==> src/design/rs_pkg.sv <==
// Execution cluster package
// Widths, word types, ALU operation codes and exception codes shared
// by the reservation stations, the ALUs and the CDB arbiter
package rs_pkg;

    // --------------------------------------------------
    // Widths
    // --------------------------------------------------
    localparam int XLEN        = 32;   // Operand and result width
    localparam int ROB_IDX_LEN = 4;    // 16 ROB tags
    localparam int RS_DEPTH    = 4;    // Entries per RS
    localparam int RS_IDX_LEN  = 2;    // Entry index width
    localparam int EU_CTL_LEN  = 2;    // ALU operation width

    // --------------------------------------------------
    // Types
    // --------------------------------------------------
    typedef logic [XLEN-1:0]        xlen_t;
    typedef logic [ROB_IDX_LEN-1:0] rob_idx_t;
    typedef logic [RS_IDX_LEN-1:0]  rs_idx_t;
    typedef logic [EU_CTL_LEN-1:0]  eu_ctl_t;
    typedef logic [1:0]             except_code_t;

    // ALU operations
    localparam eu_ctl_t OP_ADD = 2'd0;
    localparam eu_ctl_t OP_SUB = 2'd1;
    localparam eu_ctl_t OP_XOR = 2'd2;
    localparam eu_ctl_t OP_ILL = 2'd3;    // Reserved, traps

    // Exception codes
    localparam except_code_t EXC_NONE       = 2'd0;
    localparam except_code_t EXC_ILLEGAL_OP = 2'd1;

endpackage

==> src/design/prio_enc.sv <==
// Priority encoder
// Returns the index of the lowest set line and flags whether any is set
`timescale 1ns/1ps

module prio_enc
    import rs_pkg::*;
(
    input  logic [RS_DEPTH-1:0] lines_i,
    output rs_idx_t             enc_o,
    output logic                valid_o
);

    // Scan from the top down so the lowest set line wins
    always_comb begin
        enc_o   = '0;
        valid_o = 1'b0;
        for (int i = RS_DEPTH - 1; i >= 0; i--) begin
            if (lines_i[i]) begin
                enc_o   = rs_idx_t'(i);
                valid_o = 1'b1;
            end
        end
    end

endmodule

==> src/design/generic_rs.sv <==
// Generic reservation station
// Holds issued instructions until both operands are known, dispatches
// them to the ALU, stores the result and requests the CDB to broadcast it
`timescale 1ns/1ps

module generic_rs
    import rs_pkg::*;
(
    input  logic         clk_i,
    input  logic         rst_n_i,
    input  logic         flush_i,
    // Issue side
    input  logic         issue_valid_i,
    output logic         issue_ready_o,
    input  eu_ctl_t      eu_ctl_i,
    input  logic         rs1_ready_i,
    input  rob_idx_t     rs1_idx_i,
    input  xlen_t        rs1_value_i,
    input  logic         rs2_ready_i,
    input  rob_idx_t     rs2_idx_i,
    input  xlen_t        rs2_value_i,
    input  rob_idx_t     dest_idx_i,
    // To the ALU
    output logic         eu_valid_o,
    output eu_ctl_t      eu_ctl_o,
    output xlen_t        eu_rs1_o,
    output xlen_t        eu_rs2_o,
    output rs_idx_t      eu_entry_idx_o,
    // From the ALU
    input  logic         eu_valid_i,
    input  rs_idx_t      eu_entry_idx_i,
    input  xlen_t        eu_result_i,
    input  logic         eu_except_raised_i,
    input  except_code_t eu_except_code_i,
    // CDB request
    output logic         cdb_req_o,
    input  logic         cdb_gnt_i,
    output rob_idx_t     rs_rob_idx_o,
    output xlen_t        rs_value_o,
    output logic         rs_except_raised_o,
    output except_code_t rs_except_code_o,
    // CDB snoop
    input  logic         cdb_valid_i,
    input  rob_idx_t     cdb_idx_i,
    input  xlen_t        cdb_value_i,
    input  logic         cdb_except_raised_i
);

    // --------------------------------------------------
    // Entry storage
    // --------------------------------------------------
    logic [RS_DEPTH-1:0] valid_q, busy_q;          // Allocated / in the ALU
    logic [RS_DEPTH-1:0] rs1_rdy_q, rs2_rdy_q;     // Operand values present
    logic [RS_DEPTH-1:0] res_rdy_q, exc_q;         // Result written back, trap flag
    eu_ctl_t             ctl_q      [RS_DEPTH];
    rob_idx_t            rs1_tag_q  [RS_DEPTH];    // Producer tags of the operands
    rob_idx_t            rs2_tag_q  [RS_DEPTH];
    rob_idx_t            dest_q     [RS_DEPTH];    // Own ROB tag
    xlen_t               rs1_val_q  [RS_DEPTH];
    xlen_t               rs2_val_q  [RS_DEPTH];
    xlen_t               res_val_q  [RS_DEPTH];
    except_code_t        exc_code_q [RS_DEPTH];

    // Selector results
    logic [RS_DEPTH-1:0] ex_lines, res_lines;
    logic [RS_DEPTH-1:0] cap1, cap2;               // Operand captured from the CDB
    rs_idx_t             new_idx, ex_idx, cdb_sel;
    logic                new_found, ex_found, res_found;
    logic                do_insert;

    always_comb begin
        ex_lines  = valid_q & rs1_rdy_q & rs2_rdy_q & ~busy_q & ~res_rdy_q;
        res_lines = valid_q & res_rdy_q;
        // Only entries present before the edge see the broadcast
        for (int i = 0; i < RS_DEPTH; i++) begin
            cap1[i] = cdb_valid_i && !cdb_except_raised_i && valid_q[i] &&
                      !rs1_rdy_q[i] && (rs1_tag_q[i] == cdb_idx_i);
            cap2[i] = cdb_valid_i && !cdb_except_raised_i && valid_q[i] &&
                      !rs2_rdy_q[i] && (rs2_tag_q[i] == cdb_idx_i);
        end
    end

    prio_enc u_new_sel (.lines_i(~valid_q),  .enc_o(new_idx), .valid_o(new_found));
    prio_enc u_ex_sel  (.lines_i(ex_lines),  .enc_o(ex_idx),  .valid_o(ex_found));
    prio_enc u_cdb_sel (.lines_i(res_lines), .enc_o(cdb_sel), .valid_o(res_found));

    assign issue_ready_o = new_found && !flush_i;
    assign do_insert     = issue_valid_i && issue_ready_o;

    // --------------------------------------------------
    // Entry status
    // --------------------------------------------------
    always_ff @(posedge clk_i or negedge rst_n_i) begin
        if (!rst_n_i) begin
            valid_q   <= '0;
            busy_q    <= '0;
            rs1_rdy_q <= '0;
            rs2_rdy_q <= '0;
            res_rdy_q <= '0;
            exc_q     <= '0;
        end else if (flush_i) begin
            valid_q   <= '0;    // In-flight work is dropped
            busy_q    <= '0;
            res_rdy_q <= '0;
            exc_q     <= '0;
        end else begin
            for (int i = 0; i < RS_DEPTH; i++) begin
                if (cap1[i]) rs1_rdy_q[i] <= 1'b1;
                if (cap2[i]) rs2_rdy_q[i] <= 1'b1;
            end
            if (ex_found) busy_q[ex_idx] <= 1'b1;  // ALU never stalls
            if (eu_valid_i) begin
                res_rdy_q[eu_entry_idx_i] <= 1'b1;
                exc_q[eu_entry_idx_i]     <= eu_except_raised_i;
            end
            if (cdb_gnt_i) valid_q[cdb_sel] <= 1'b0;  // Broadcast done
            if (do_insert) begin
                valid_q[new_idx]   <= 1'b1;
                busy_q[new_idx]    <= 1'b0;
                rs1_rdy_q[new_idx] <= rs1_ready_i;
                rs2_rdy_q[new_idx] <= rs2_ready_i;
                res_rdy_q[new_idx] <= 1'b0;
            end
        end
    end

    // Entry payload
    always_ff @(posedge clk_i) begin
        for (int i = 0; i < RS_DEPTH; i++) begin
            if (cap1[i]) rs1_val_q[i] <= cdb_value_i;
            if (cap2[i]) rs2_val_q[i] <= cdb_value_i;
        end
        if (eu_valid_i) begin
            res_val_q[eu_entry_idx_i]  <= eu_result_i;
            exc_code_q[eu_entry_idx_i] <= eu_except_code_i;
        end
        if (do_insert) begin
            ctl_q[new_idx]     <= eu_ctl_i;
            rs1_tag_q[new_idx] <= rs1_idx_i;
            rs1_val_q[new_idx] <= rs1_value_i;
            rs2_tag_q[new_idx] <= rs2_idx_i;
            rs2_val_q[new_idx] <= rs2_value_i;
            dest_q[new_idx]    <= dest_idx_i;
        end
    end

    // --------------------------------------------------
    // Outputs
    // --------------------------------------------------
    assign eu_valid_o     = ex_found;
    assign eu_ctl_o       = ctl_q[ex_idx];
    assign eu_rs1_o       = rs1_val_q[ex_idx];
    assign eu_rs2_o       = rs2_val_q[ex_idx];
    assign eu_entry_idx_o = ex_idx;

    assign cdb_req_o          = res_found;
    assign rs_rob_idx_o       = dest_q[cdb_sel];
    assign rs_value_o         = res_val_q[cdb_sel];
    assign rs_except_raised_o = exc_q[cdb_sel];
    assign rs_except_code_o   = exc_code_q[cdb_sel];

    // A result can only come back for an entry whose operands were complete
    for (genvar i = 0; i < RS_DEPTH; i++) begin : g_order_chk
        a_res_after_ops: assert property (@(posedge clk_i) disable iff (!rst_n_i)
            (valid_q[i] && res_rdy_q[i]) |-> (rs1_rdy_q[i] && rs2_rdy_q[i]));
    end

    // Issue lands only in a free entry, so never when the RS is full
    a_no_issue_full: assert property (@(posedge clk_i) disable iff (!rst_n_i)
        do_insert |-> !valid_q[new_idx]);

endmodule

==> src/design/alu_unit.sv <==
// Two-stage integer ALU
// Stage 1 latches the operands, stage 2 computes and latches the result;
// the reserved operation code traps with a zero result
`timescale 1ns/1ps

module alu_unit
    import rs_pkg::*;
(
    input  logic         clk_i,
    input  logic         rst_n_i,
    input  logic         flush_i,
    input  logic         valid_i,
    input  eu_ctl_t      ctl_i,
    input  xlen_t        rs1_i,
    input  xlen_t        rs2_i,
    input  rs_idx_t      entry_idx_i,
    output logic         valid_o,
    output xlen_t        result_o,
    output rs_idx_t      entry_idx_o,
    output logic         except_raised_o,
    output except_code_t except_code_o
);

    logic    s1_valid_q, s2_valid_q;
    eu_ctl_t s1_ctl_q;
    xlen_t   s1_rs1_q, s1_rs2_q;
    rs_idx_t s1_idx_q;

    // Stage valids, cleared by flush
    always_ff @(posedge clk_i or negedge rst_n_i) begin
        if (!rst_n_i) begin
            s1_valid_q <= 1'b0;
            s2_valid_q <= 1'b0;
        end else begin
            s1_valid_q <= valid_i && !flush_i;
            s2_valid_q <= s1_valid_q && !flush_i;
        end
    end

    always_ff @(posedge clk_i) begin
        s1_ctl_q        <= ctl_i;      // Stage 1
        s1_rs1_q        <= rs1_i;
        s1_rs2_q        <= rs2_i;
        s1_idx_q        <= entry_idx_i;
        entry_idx_o     <= s1_idx_q;   // Stage 2
        except_raised_o <= (s1_ctl_q == OP_ILL);
        except_code_o   <= (s1_ctl_q == OP_ILL) ? EXC_ILLEGAL_OP : EXC_NONE;
        case (s1_ctl_q)
            OP_ADD:  result_o <= s1_rs1_q + s1_rs2_q;
            OP_SUB:  result_o <= s1_rs1_q - s1_rs2_q;
            OP_XOR:  result_o <= s1_rs1_q ^ s1_rs2_q;
            default: result_o <= '0;   // OP_ILL
        endcase
    end

    assign valid_o = s2_valid_q;

endmodule

==> src/design/cdb_arbiter.sv <==
// CDB arbiter
// Grants the common data bus to one of two reservation stations in
// round-robin order and drives the winner's broadcast onto the bus
`timescale 1ns/1ps

module cdb_arbiter
    import rs_pkg::*;
(
    input  logic         clk_i,
    input  logic         rst_n_i,
    input  logic         req0_i,
    input  rob_idx_t     rob_idx0_i,
    input  xlen_t        value0_i,
    input  logic         except_raised0_i,
    input  except_code_t except_code0_i,
    input  logic         req1_i,
    input  rob_idx_t     rob_idx1_i,
    input  xlen_t        value1_i,
    input  logic         except_raised1_i,
    input  except_code_t except_code1_i,
    output logic         gnt0_o,
    output logic         gnt1_o,
    output logic         cdb_valid_o,
    output rob_idx_t     cdb_idx_o,
    output xlen_t        cdb_value_o,
    output logic         cdb_except_raised_o,
    output except_code_t cdb_except_code_o
);

    logic last_q;   // RS1 won the last broadcast

    // On contention the side that lost last time goes first
    assign gnt0_o = req0_i && (!req1_i || last_q);
    assign gnt1_o = req1_i && (!req0_i || !last_q);

    always_ff @(posedge clk_i or negedge rst_n_i) begin
        if (!rst_n_i) last_q <= 1'b0;
        else if (gnt0_o || gnt1_o) last_q <= gnt1_o;
    end

    // Winner's fields onto the bus
    assign cdb_valid_o         = gnt0_o || gnt1_o;
    assign cdb_idx_o           = gnt1_o ? rob_idx1_i       : rob_idx0_i;
    assign cdb_value_o         = gnt1_o ? value1_i         : value0_i;
    assign cdb_except_raised_o = gnt1_o ? except_raised1_i : except_raised0_i;
    assign cdb_except_code_o   = gnt1_o ? except_code1_i   : except_code0_i;

    // A loser still requesting wins the next cycle
    a_gnt_fair: assert property (@(posedge clk_i) disable iff (!rst_n_i)
        (req0_i && req1_i && gnt1_o ##1 req0_i) |-> gnt0_o);

    a_gnt_fair1: assert property (@(posedge clk_i) disable iff (!rst_n_i)
        (req0_i && req1_i && gnt0_o ##1 req1_i) |-> gnt1_o);

endmodule

==> src/design/exec_cluster_top.sv <==
// Execution cluster top
// Two reservation station and ALU pairs sharing one CDB; the CDB goes
// out to the ROB and back to both stations for operand wake-up
`timescale 1ns/1ps

module exec_cluster_top
    import rs_pkg::*;
(
    input  logic         clk_i,
    input  logic         rst_n_i,
    input  logic         flush_i,
    input  logic         issue_valid_i,
    input  logic         issue_unit_i,    // 0 selects RS0, 1 selects RS1
    input  eu_ctl_t      eu_ctl_i,
    input  logic         rs1_ready_i,
    input  rob_idx_t     rs1_idx_i,
    input  xlen_t        rs1_value_i,
    input  logic         rs2_ready_i,
    input  rob_idx_t     rs2_idx_i,
    input  xlen_t        rs2_value_i,
    input  rob_idx_t     dest_idx_i,
    output logic         issue_ready_o,
    output logic         cdb_valid_o,
    output rob_idx_t     cdb_idx_o,
    output xlen_t        cdb_value_o,
    output logic         cdb_except_raised_o,
    output except_code_t cdb_except_code_o
);

    // Per-unit wiring, index 0 is RS0/ALU0
    logic [1:0]   iss_valid, iss_ready;
    logic [1:0]   eu_valid, alu_valid, alu_exc;
    logic [1:0]   req, gnt, rs_exc;
    eu_ctl_t      eu_ctl   [2];
    xlen_t        eu_rs1   [2];
    xlen_t        eu_rs2   [2];
    rs_idx_t      eu_idx   [2];
    xlen_t        alu_res  [2];
    rs_idx_t      alu_idx  [2];
    except_code_t alu_code [2];
    rob_idx_t     rs_tag   [2];
    xlen_t        rs_val   [2];
    except_code_t rs_code  [2];

    // Issue steering
    assign iss_valid[0]  = issue_valid_i && !issue_unit_i;
    assign iss_valid[1]  = issue_valid_i && issue_unit_i;
    assign issue_ready_o = iss_ready[issue_unit_i];

    // --------------------------------------------------
    // RS and ALU pairs
    // --------------------------------------------------
    generic_rs u_rs0 (
        .clk_i, .rst_n_i, .flush_i,
        .issue_valid_i(iss_valid[0]), .issue_ready_o(iss_ready[0]),
        .eu_ctl_i, .rs1_ready_i, .rs1_idx_i, .rs1_value_i,
        .rs2_ready_i, .rs2_idx_i, .rs2_value_i, .dest_idx_i,
        .eu_valid_o(eu_valid[0]), .eu_ctl_o(eu_ctl[0]), .eu_rs1_o(eu_rs1[0]),
        .eu_rs2_o(eu_rs2[0]), .eu_entry_idx_o(eu_idx[0]),
        .eu_valid_i(alu_valid[0]), .eu_entry_idx_i(alu_idx[0]), .eu_result_i(alu_res[0]),
        .eu_except_raised_i(alu_exc[0]), .eu_except_code_i(alu_code[0]),
        .cdb_req_o(req[0]), .cdb_gnt_i(gnt[0]), .rs_rob_idx_o(rs_tag[0]),
        .rs_value_o(rs_val[0]), .rs_except_raised_o(rs_exc[0]), .rs_except_code_o(rs_code[0]),
        .cdb_valid_i(cdb_valid_o), .cdb_idx_i(cdb_idx_o), .cdb_value_i(cdb_value_o),
        .cdb_except_raised_i(cdb_except_raised_o)
    );

    generic_rs u_rs1 (
        .clk_i, .rst_n_i, .flush_i,
        .issue_valid_i(iss_valid[1]), .issue_ready_o(iss_ready[1]),
        .eu_ctl_i, .rs1_ready_i, .rs1_idx_i, .rs1_value_i,
        .rs2_ready_i, .rs2_idx_i, .rs2_value_i, .dest_idx_i,
        .eu_valid_o(eu_valid[1]), .eu_ctl_o(eu_ctl[1]), .eu_rs1_o(eu_rs1[1]),
        .eu_rs2_o(eu_rs2[1]), .eu_entry_idx_o(eu_idx[1]),
        .eu_valid_i(alu_valid[1]), .eu_entry_idx_i(alu_idx[1]), .eu_result_i(alu_res[1]),
        .eu_except_raised_i(alu_exc[1]), .eu_except_code_i(alu_code[1]),
        .cdb_req_o(req[1]), .cdb_gnt_i(gnt[1]), .rs_rob_idx_o(rs_tag[1]),
        .rs_value_o(rs_val[1]), .rs_except_raised_o(rs_exc[1]), .rs_except_code_o(rs_code[1]),
        .cdb_valid_i(cdb_valid_o), .cdb_idx_i(cdb_idx_o), .cdb_value_i(cdb_value_o),
        .cdb_except_raised_i(cdb_except_raised_o)
    );

    alu_unit u_alu0 (
        .clk_i, .rst_n_i, .flush_i,
        .valid_i(eu_valid[0]), .ctl_i(eu_ctl[0]), .rs1_i(eu_rs1[0]), .rs2_i(eu_rs2[0]),
        .entry_idx_i(eu_idx[0]), .valid_o(alu_valid[0]), .result_o(alu_res[0]),
        .entry_idx_o(alu_idx[0]), .except_raised_o(alu_exc[0]), .except_code_o(alu_code[0])
    );

    alu_unit u_alu1 (
        .clk_i, .rst_n_i, .flush_i,
        .valid_i(eu_valid[1]), .ctl_i(eu_ctl[1]), .rs1_i(eu_rs1[1]), .rs2_i(eu_rs2[1]),
        .entry_idx_i(eu_idx[1]), .valid_o(alu_valid[1]), .result_o(alu_res[1]),
        .entry_idx_o(alu_idx[1]), .except_raised_o(alu_exc[1]), .except_code_o(alu_code[1])
    );

    // Shared bus, also fed back to both stations
    cdb_arbiter u_cdb_arb (
        .clk_i, .rst_n_i,
        .req0_i(req[0]), .rob_idx0_i(rs_tag[0]), .value0_i(rs_val[0]),
        .except_raised0_i(rs_exc[0]), .except_code0_i(rs_code[0]),
        .req1_i(req[1]), .rob_idx1_i(rs_tag[1]), .value1_i(rs_val[1]),
        .except_raised1_i(rs_exc[1]), .except_code1_i(rs_code[1]),
        .gnt0_o(gnt[0]), .gnt1_o(gnt[1]),
        .cdb_valid_o, .cdb_idx_o, .cdb_value_o, .cdb_except_raised_o, .cdb_except_code_o
    );

endmodule

==> config.mk <==
export PLATFORM = sky130hd
export DESIGN_NAME = exec_cluster_top
export DESIGN_NICKNAME = d
export VERILOG_FILES = /design/src/design/rs_pkg.sv /design/src/design/prio_enc.sv /design/src/design/generic_rs.sv /design/src/design/alu_unit.sv /design/src/design/cdb_arbiter.sv /design/src/design/exec_cluster_top.sv
export SDC_FILE = /design/constraint.sdc
export NUM_CORES = 2
export LEC_CHECK = 0
export BUFFER_PORTS_ARGS = -buffer_cell sky130_fd_sc_hd__buf_2
export CORE_MARGIN = 2
export CORE_UTILIZATION = 67
export DETAILED_ROUTE_END_ITERATION = 6
export PLACE_DENSITY_LB_ADDON = 0.2
export SLEW_MARGIN = 25
export SYNTH_ARGS = -nofsm -noshare
export SYNTH_HDL_FRONTEND = slang
export SYNTH_SLANG_ARGS = --single-unit
==> constraint.sdc <==
create_clock -name clk_i -period 10.68 [get_ports clk_i]
set_input_delay 2.136 -clock clk_i [delete_from_list [all_inputs] [get_ports clk_i]]
set_output_delay 2.136 -clock clk_i [all_outputs]
set_load 0.005 [all_outputs]
==> results.tsv <==
metric	value	unit
worstPathCellList	a22oi_2 -> and3_1 -> a21o_2 -> buf_4 -> nand3_1 -> o21ai_1 -> inv_1 -> buf_2	
p_sw	1.994	mW
synth_cells	4051	
grt_first_pass_wirelength	209000	µm
tns	0	ps
die_y	277.5	µm
clock.fmax	163.8	MHz
async_flop_share	0.04621	
criticalPathCategory	reg -> out	
die_area	76980	µm²
cts-root-buf	clkbuf_16	
yosysUniqueCellTypes	84	
pwr-share-comb	0.043	
finalSetupViolCount	0	
ff2ff_path_depth	15	
period_share	0.5718	
drc	2	
critPathArrivalTime	3970	ps
postCtsHoldBufs	0	
final_nets	4209	
num_vias	35070	
cts_made_buffers	110	
leakage	22.10	nW
relSlewSlack	0.2631	
place_congestion	0.9425	
clock-sinks	1147	
drt_iter0_drc	5710	
worst_slew_pin_slew	1098	ps
yosysTopAreaCell	edfxtp_1	
io_buffers	124	
reg2reg_from	u_alu0.s1_ctl_q[1]	
maxCapViolCount	0	
core-area	74200	µm²
io_pins	126	
grtUsageTotal	0.3657	
rrSetupSlack	5190	ps
seq_power_share	0.536	
synth_area	50100	µm²
avgSynthCellArea	12.37	µm²
fin_cells	5130	
cp.required	8540	ps
grt_max_degree	94	
p_int	7.179	mW
post_drt_wl_per_cell	27.61	µm
place_inst	4915	
dp_hpwl	85290	µm
peakVddDrop	0.1529	mV
cts_buffer_depth	3	
whs_path_depth	0	
rsz0062_at_grt	false	
final_area	55280	µm²
yosys_warnings	0	
drt_wl_total	141700	µm
powerDensity	166.0	nW/µm²
clkTransAtPathRegs	60	ps
pwr-share-clk	0.421	
hold_path.class	reg -> reg	
endpoint_kind	output pin	
crit_path_top_delay_cell	buf_4	
hp-start	u_alu1.s1_idx_q[1]	
grt_pass1_vias	33960	
htreeDepth	3	
r2r_end	u_alu0.result_o[31]	
post_cts_resized	0	
synth-seq-area-share	0.6410	
final_antenna_net_count	0	
cp_slowest_stage_delay	660	ps
synth_area_leaders	edfxtp_1 (53%), dfxtp_1 (8.2%), a21o_1 (8.0%)	
worst-path-buf-inv	3	
synth-seq-cells	1147	
final-hold-violation-count	0	
vias_per_cell	6.837	
postPlaceCellArea	51640	µm²
violations	design-rule violations	
crit_family	compound AO/OA/AOI/OAI gates	
cts_tree	done	
final_cell_mix	edfxtp_1 (888), a21o_1 (533), nor2_1 (370)	
fin_skew	28.69	ps
grt-ovfl-total	0	
start_util	0.6752	
synth_nets	4202	
synth_top_area_share	0.5323	
whs_endpoint	u_alu1.entry_idx_o[1]	
clock_latency	690	ps
post_cts_buffers	0	
mostFrequentLayoutCell	edfxtp_1	
period_minus_slack	6107	ps
synth_edf_count	888	
row_count	100	
synthFlopType	edfxtp_1	
die_w	277.5	µm
drive_above_1_share	0.1078	
status	complete, but fails checks	
syn2layout_area_growth	10.33	%
final_max_slew_viol_count	0	
start_kind	flop	
first_pass_iters	7	
switching_share	0.2174	
antenna_found_initial	16	
cp_max_fo	54	
[cell families (layout without fill, tap and decap cells)]
group / after synthesis / in the layout / share of synthesized area
AOI/OAI and AO/OA: 1188 / 1188 / 0.1726
DFF: 1147 / 1147 / 0.6410
and+or+nand+nor: 951 / 951 / 0.08311
buffers and inverters: 395 / 500 / 0.03129
xor gates and xnor gates: 225 / 225 / 0.03948
muxes: 78 / 78 / 0.01558
adders and majority gates: 66 / 66 / 0.01678
other: 1 / 6 / 0.00007485
[worst max path at each step]
stage / depth (start not counted) / end / startpoint
6_report: 8 / cdb_value_o[5] / u_rs1.valid_q[1]
5_1_grt: 8 / cdb_value_o[5] / u_rs1.valid_q[1]
4_1_cts: 8 / cdb_value_o[19] / u_rs1.valid_q[1]
3_5_place_dp: 8 / cdb_value_o[19] / u_rs1.valid_q[1]
3_3_place_gp: 8 / cdb_value_o[19] / u_rs1.valid_q[1]
2_1_floorplan: 12 / u_rs0.rs1_val_q[0][0] / u_rs1.valid_q[2]
[layer usage]
metal	wire length [µm]	global-route usage
met4	4991	0.1361
met2	64650	0.5690
met1	53270	0.5025
met5	63	0
met3	18680	0.09239
[cells in the mapped netlist (53+ instances only)]
cell,number
inv_1,88
mux2i_1,78
edfxtp_1,888
dfxtp_1,206
xnor2_1,149
xor2_1,75
dfrtp_1,53
o22ai_1,57
o21ai_0,121
a222oi_1,138
ha_1,64
nand3_1,66
a21oi_1,106
a21o_1,534
nor2_1,377
clkbuf_1,206
nand2_1,315
a22oi_1,69
buf_1,78
[power by group through the flow]
stage	logic [mW]	clock network, mW	registers, mW
after global routing	0.425	4.05	4.92
final	0.399	3.86	4.91
after detailed placement	0.382	0	5.01
after floorplan	0.262	0	4.98
after CTS	0.386	3.87	4.91
after global placement	0.374	0	5.00
[sequential cells by signal (all words and copies together), names as in the netlist, 16 cells and up]
register / flops
u_rs1.rs2_val_q: 128
u_rs0.rs1_tag_q: 16
u_alu1.s1_rs1_q: 32
u_rs1.dest_q: 16
u_rs1.rs1_tag_q: 16
u_rs1.rs2_tag_q: 16
u_rs0.res_val_q: 128
u_rs1.rs1_val_q: 128
u_alu0.s1_rs2_q: 32
u_rs0.rs1_val_q: 128
u_alu1.result_o: 32
u_alu0.result_o: 32
u_rs1.res_val_q: 128
u_alu0.s1_rs1_q: 32
u_rs0.rs2_tag_q: 16
u_rs0.rs2_val_q: 128
u_rs0.dest_q: 16
u_alu1.s1_rs2_q: 32
[final cells by class]
class,count,area [µm²]
Antenna cell,5,12.51
Timing Repair Buffer,202,1219
Tap cell,969,1212
Clock buffer,156,3152
Inverter,88,350.3
Multi-Input combinational cell,2509,16770
Fill cell,4676,18920
Clock inverter,54,446.7
Sequential cell,1147,32120
[worst reg2reg max path, delay by kind of cell (launching register included)]
| kind | cells | cell delay [ps] |
|---|---|---|
| AOI/OAI and AO/OA | 7 | 2610 |
| xor gates and xnor gates | 1 | 190 |
| adders and majority gates | 1 | 350 |
| buffers and inverters | 2 | 760 |
| DFF | 1 | 300 |
| and+or+nand+nor | 4 | 1120 |
[through the flow]
stage	worst slack [ps]	util	hold slack, ps	total power, mW
2_1_floorplan	5711	-	309.6	5.247
3_3_place_gp	5109	0.6956	310.8	5.375
3_5_place_dp	5040	0.6960	312.8	5.387
4_1_cts	4260	0.7445	315.1	9.170
5_1_grt	4306	0.7449	330.3	9.392
6_report	4573	0.7450	317.9	9.173
Note: power is estimated with default switching activity, not from simulation.
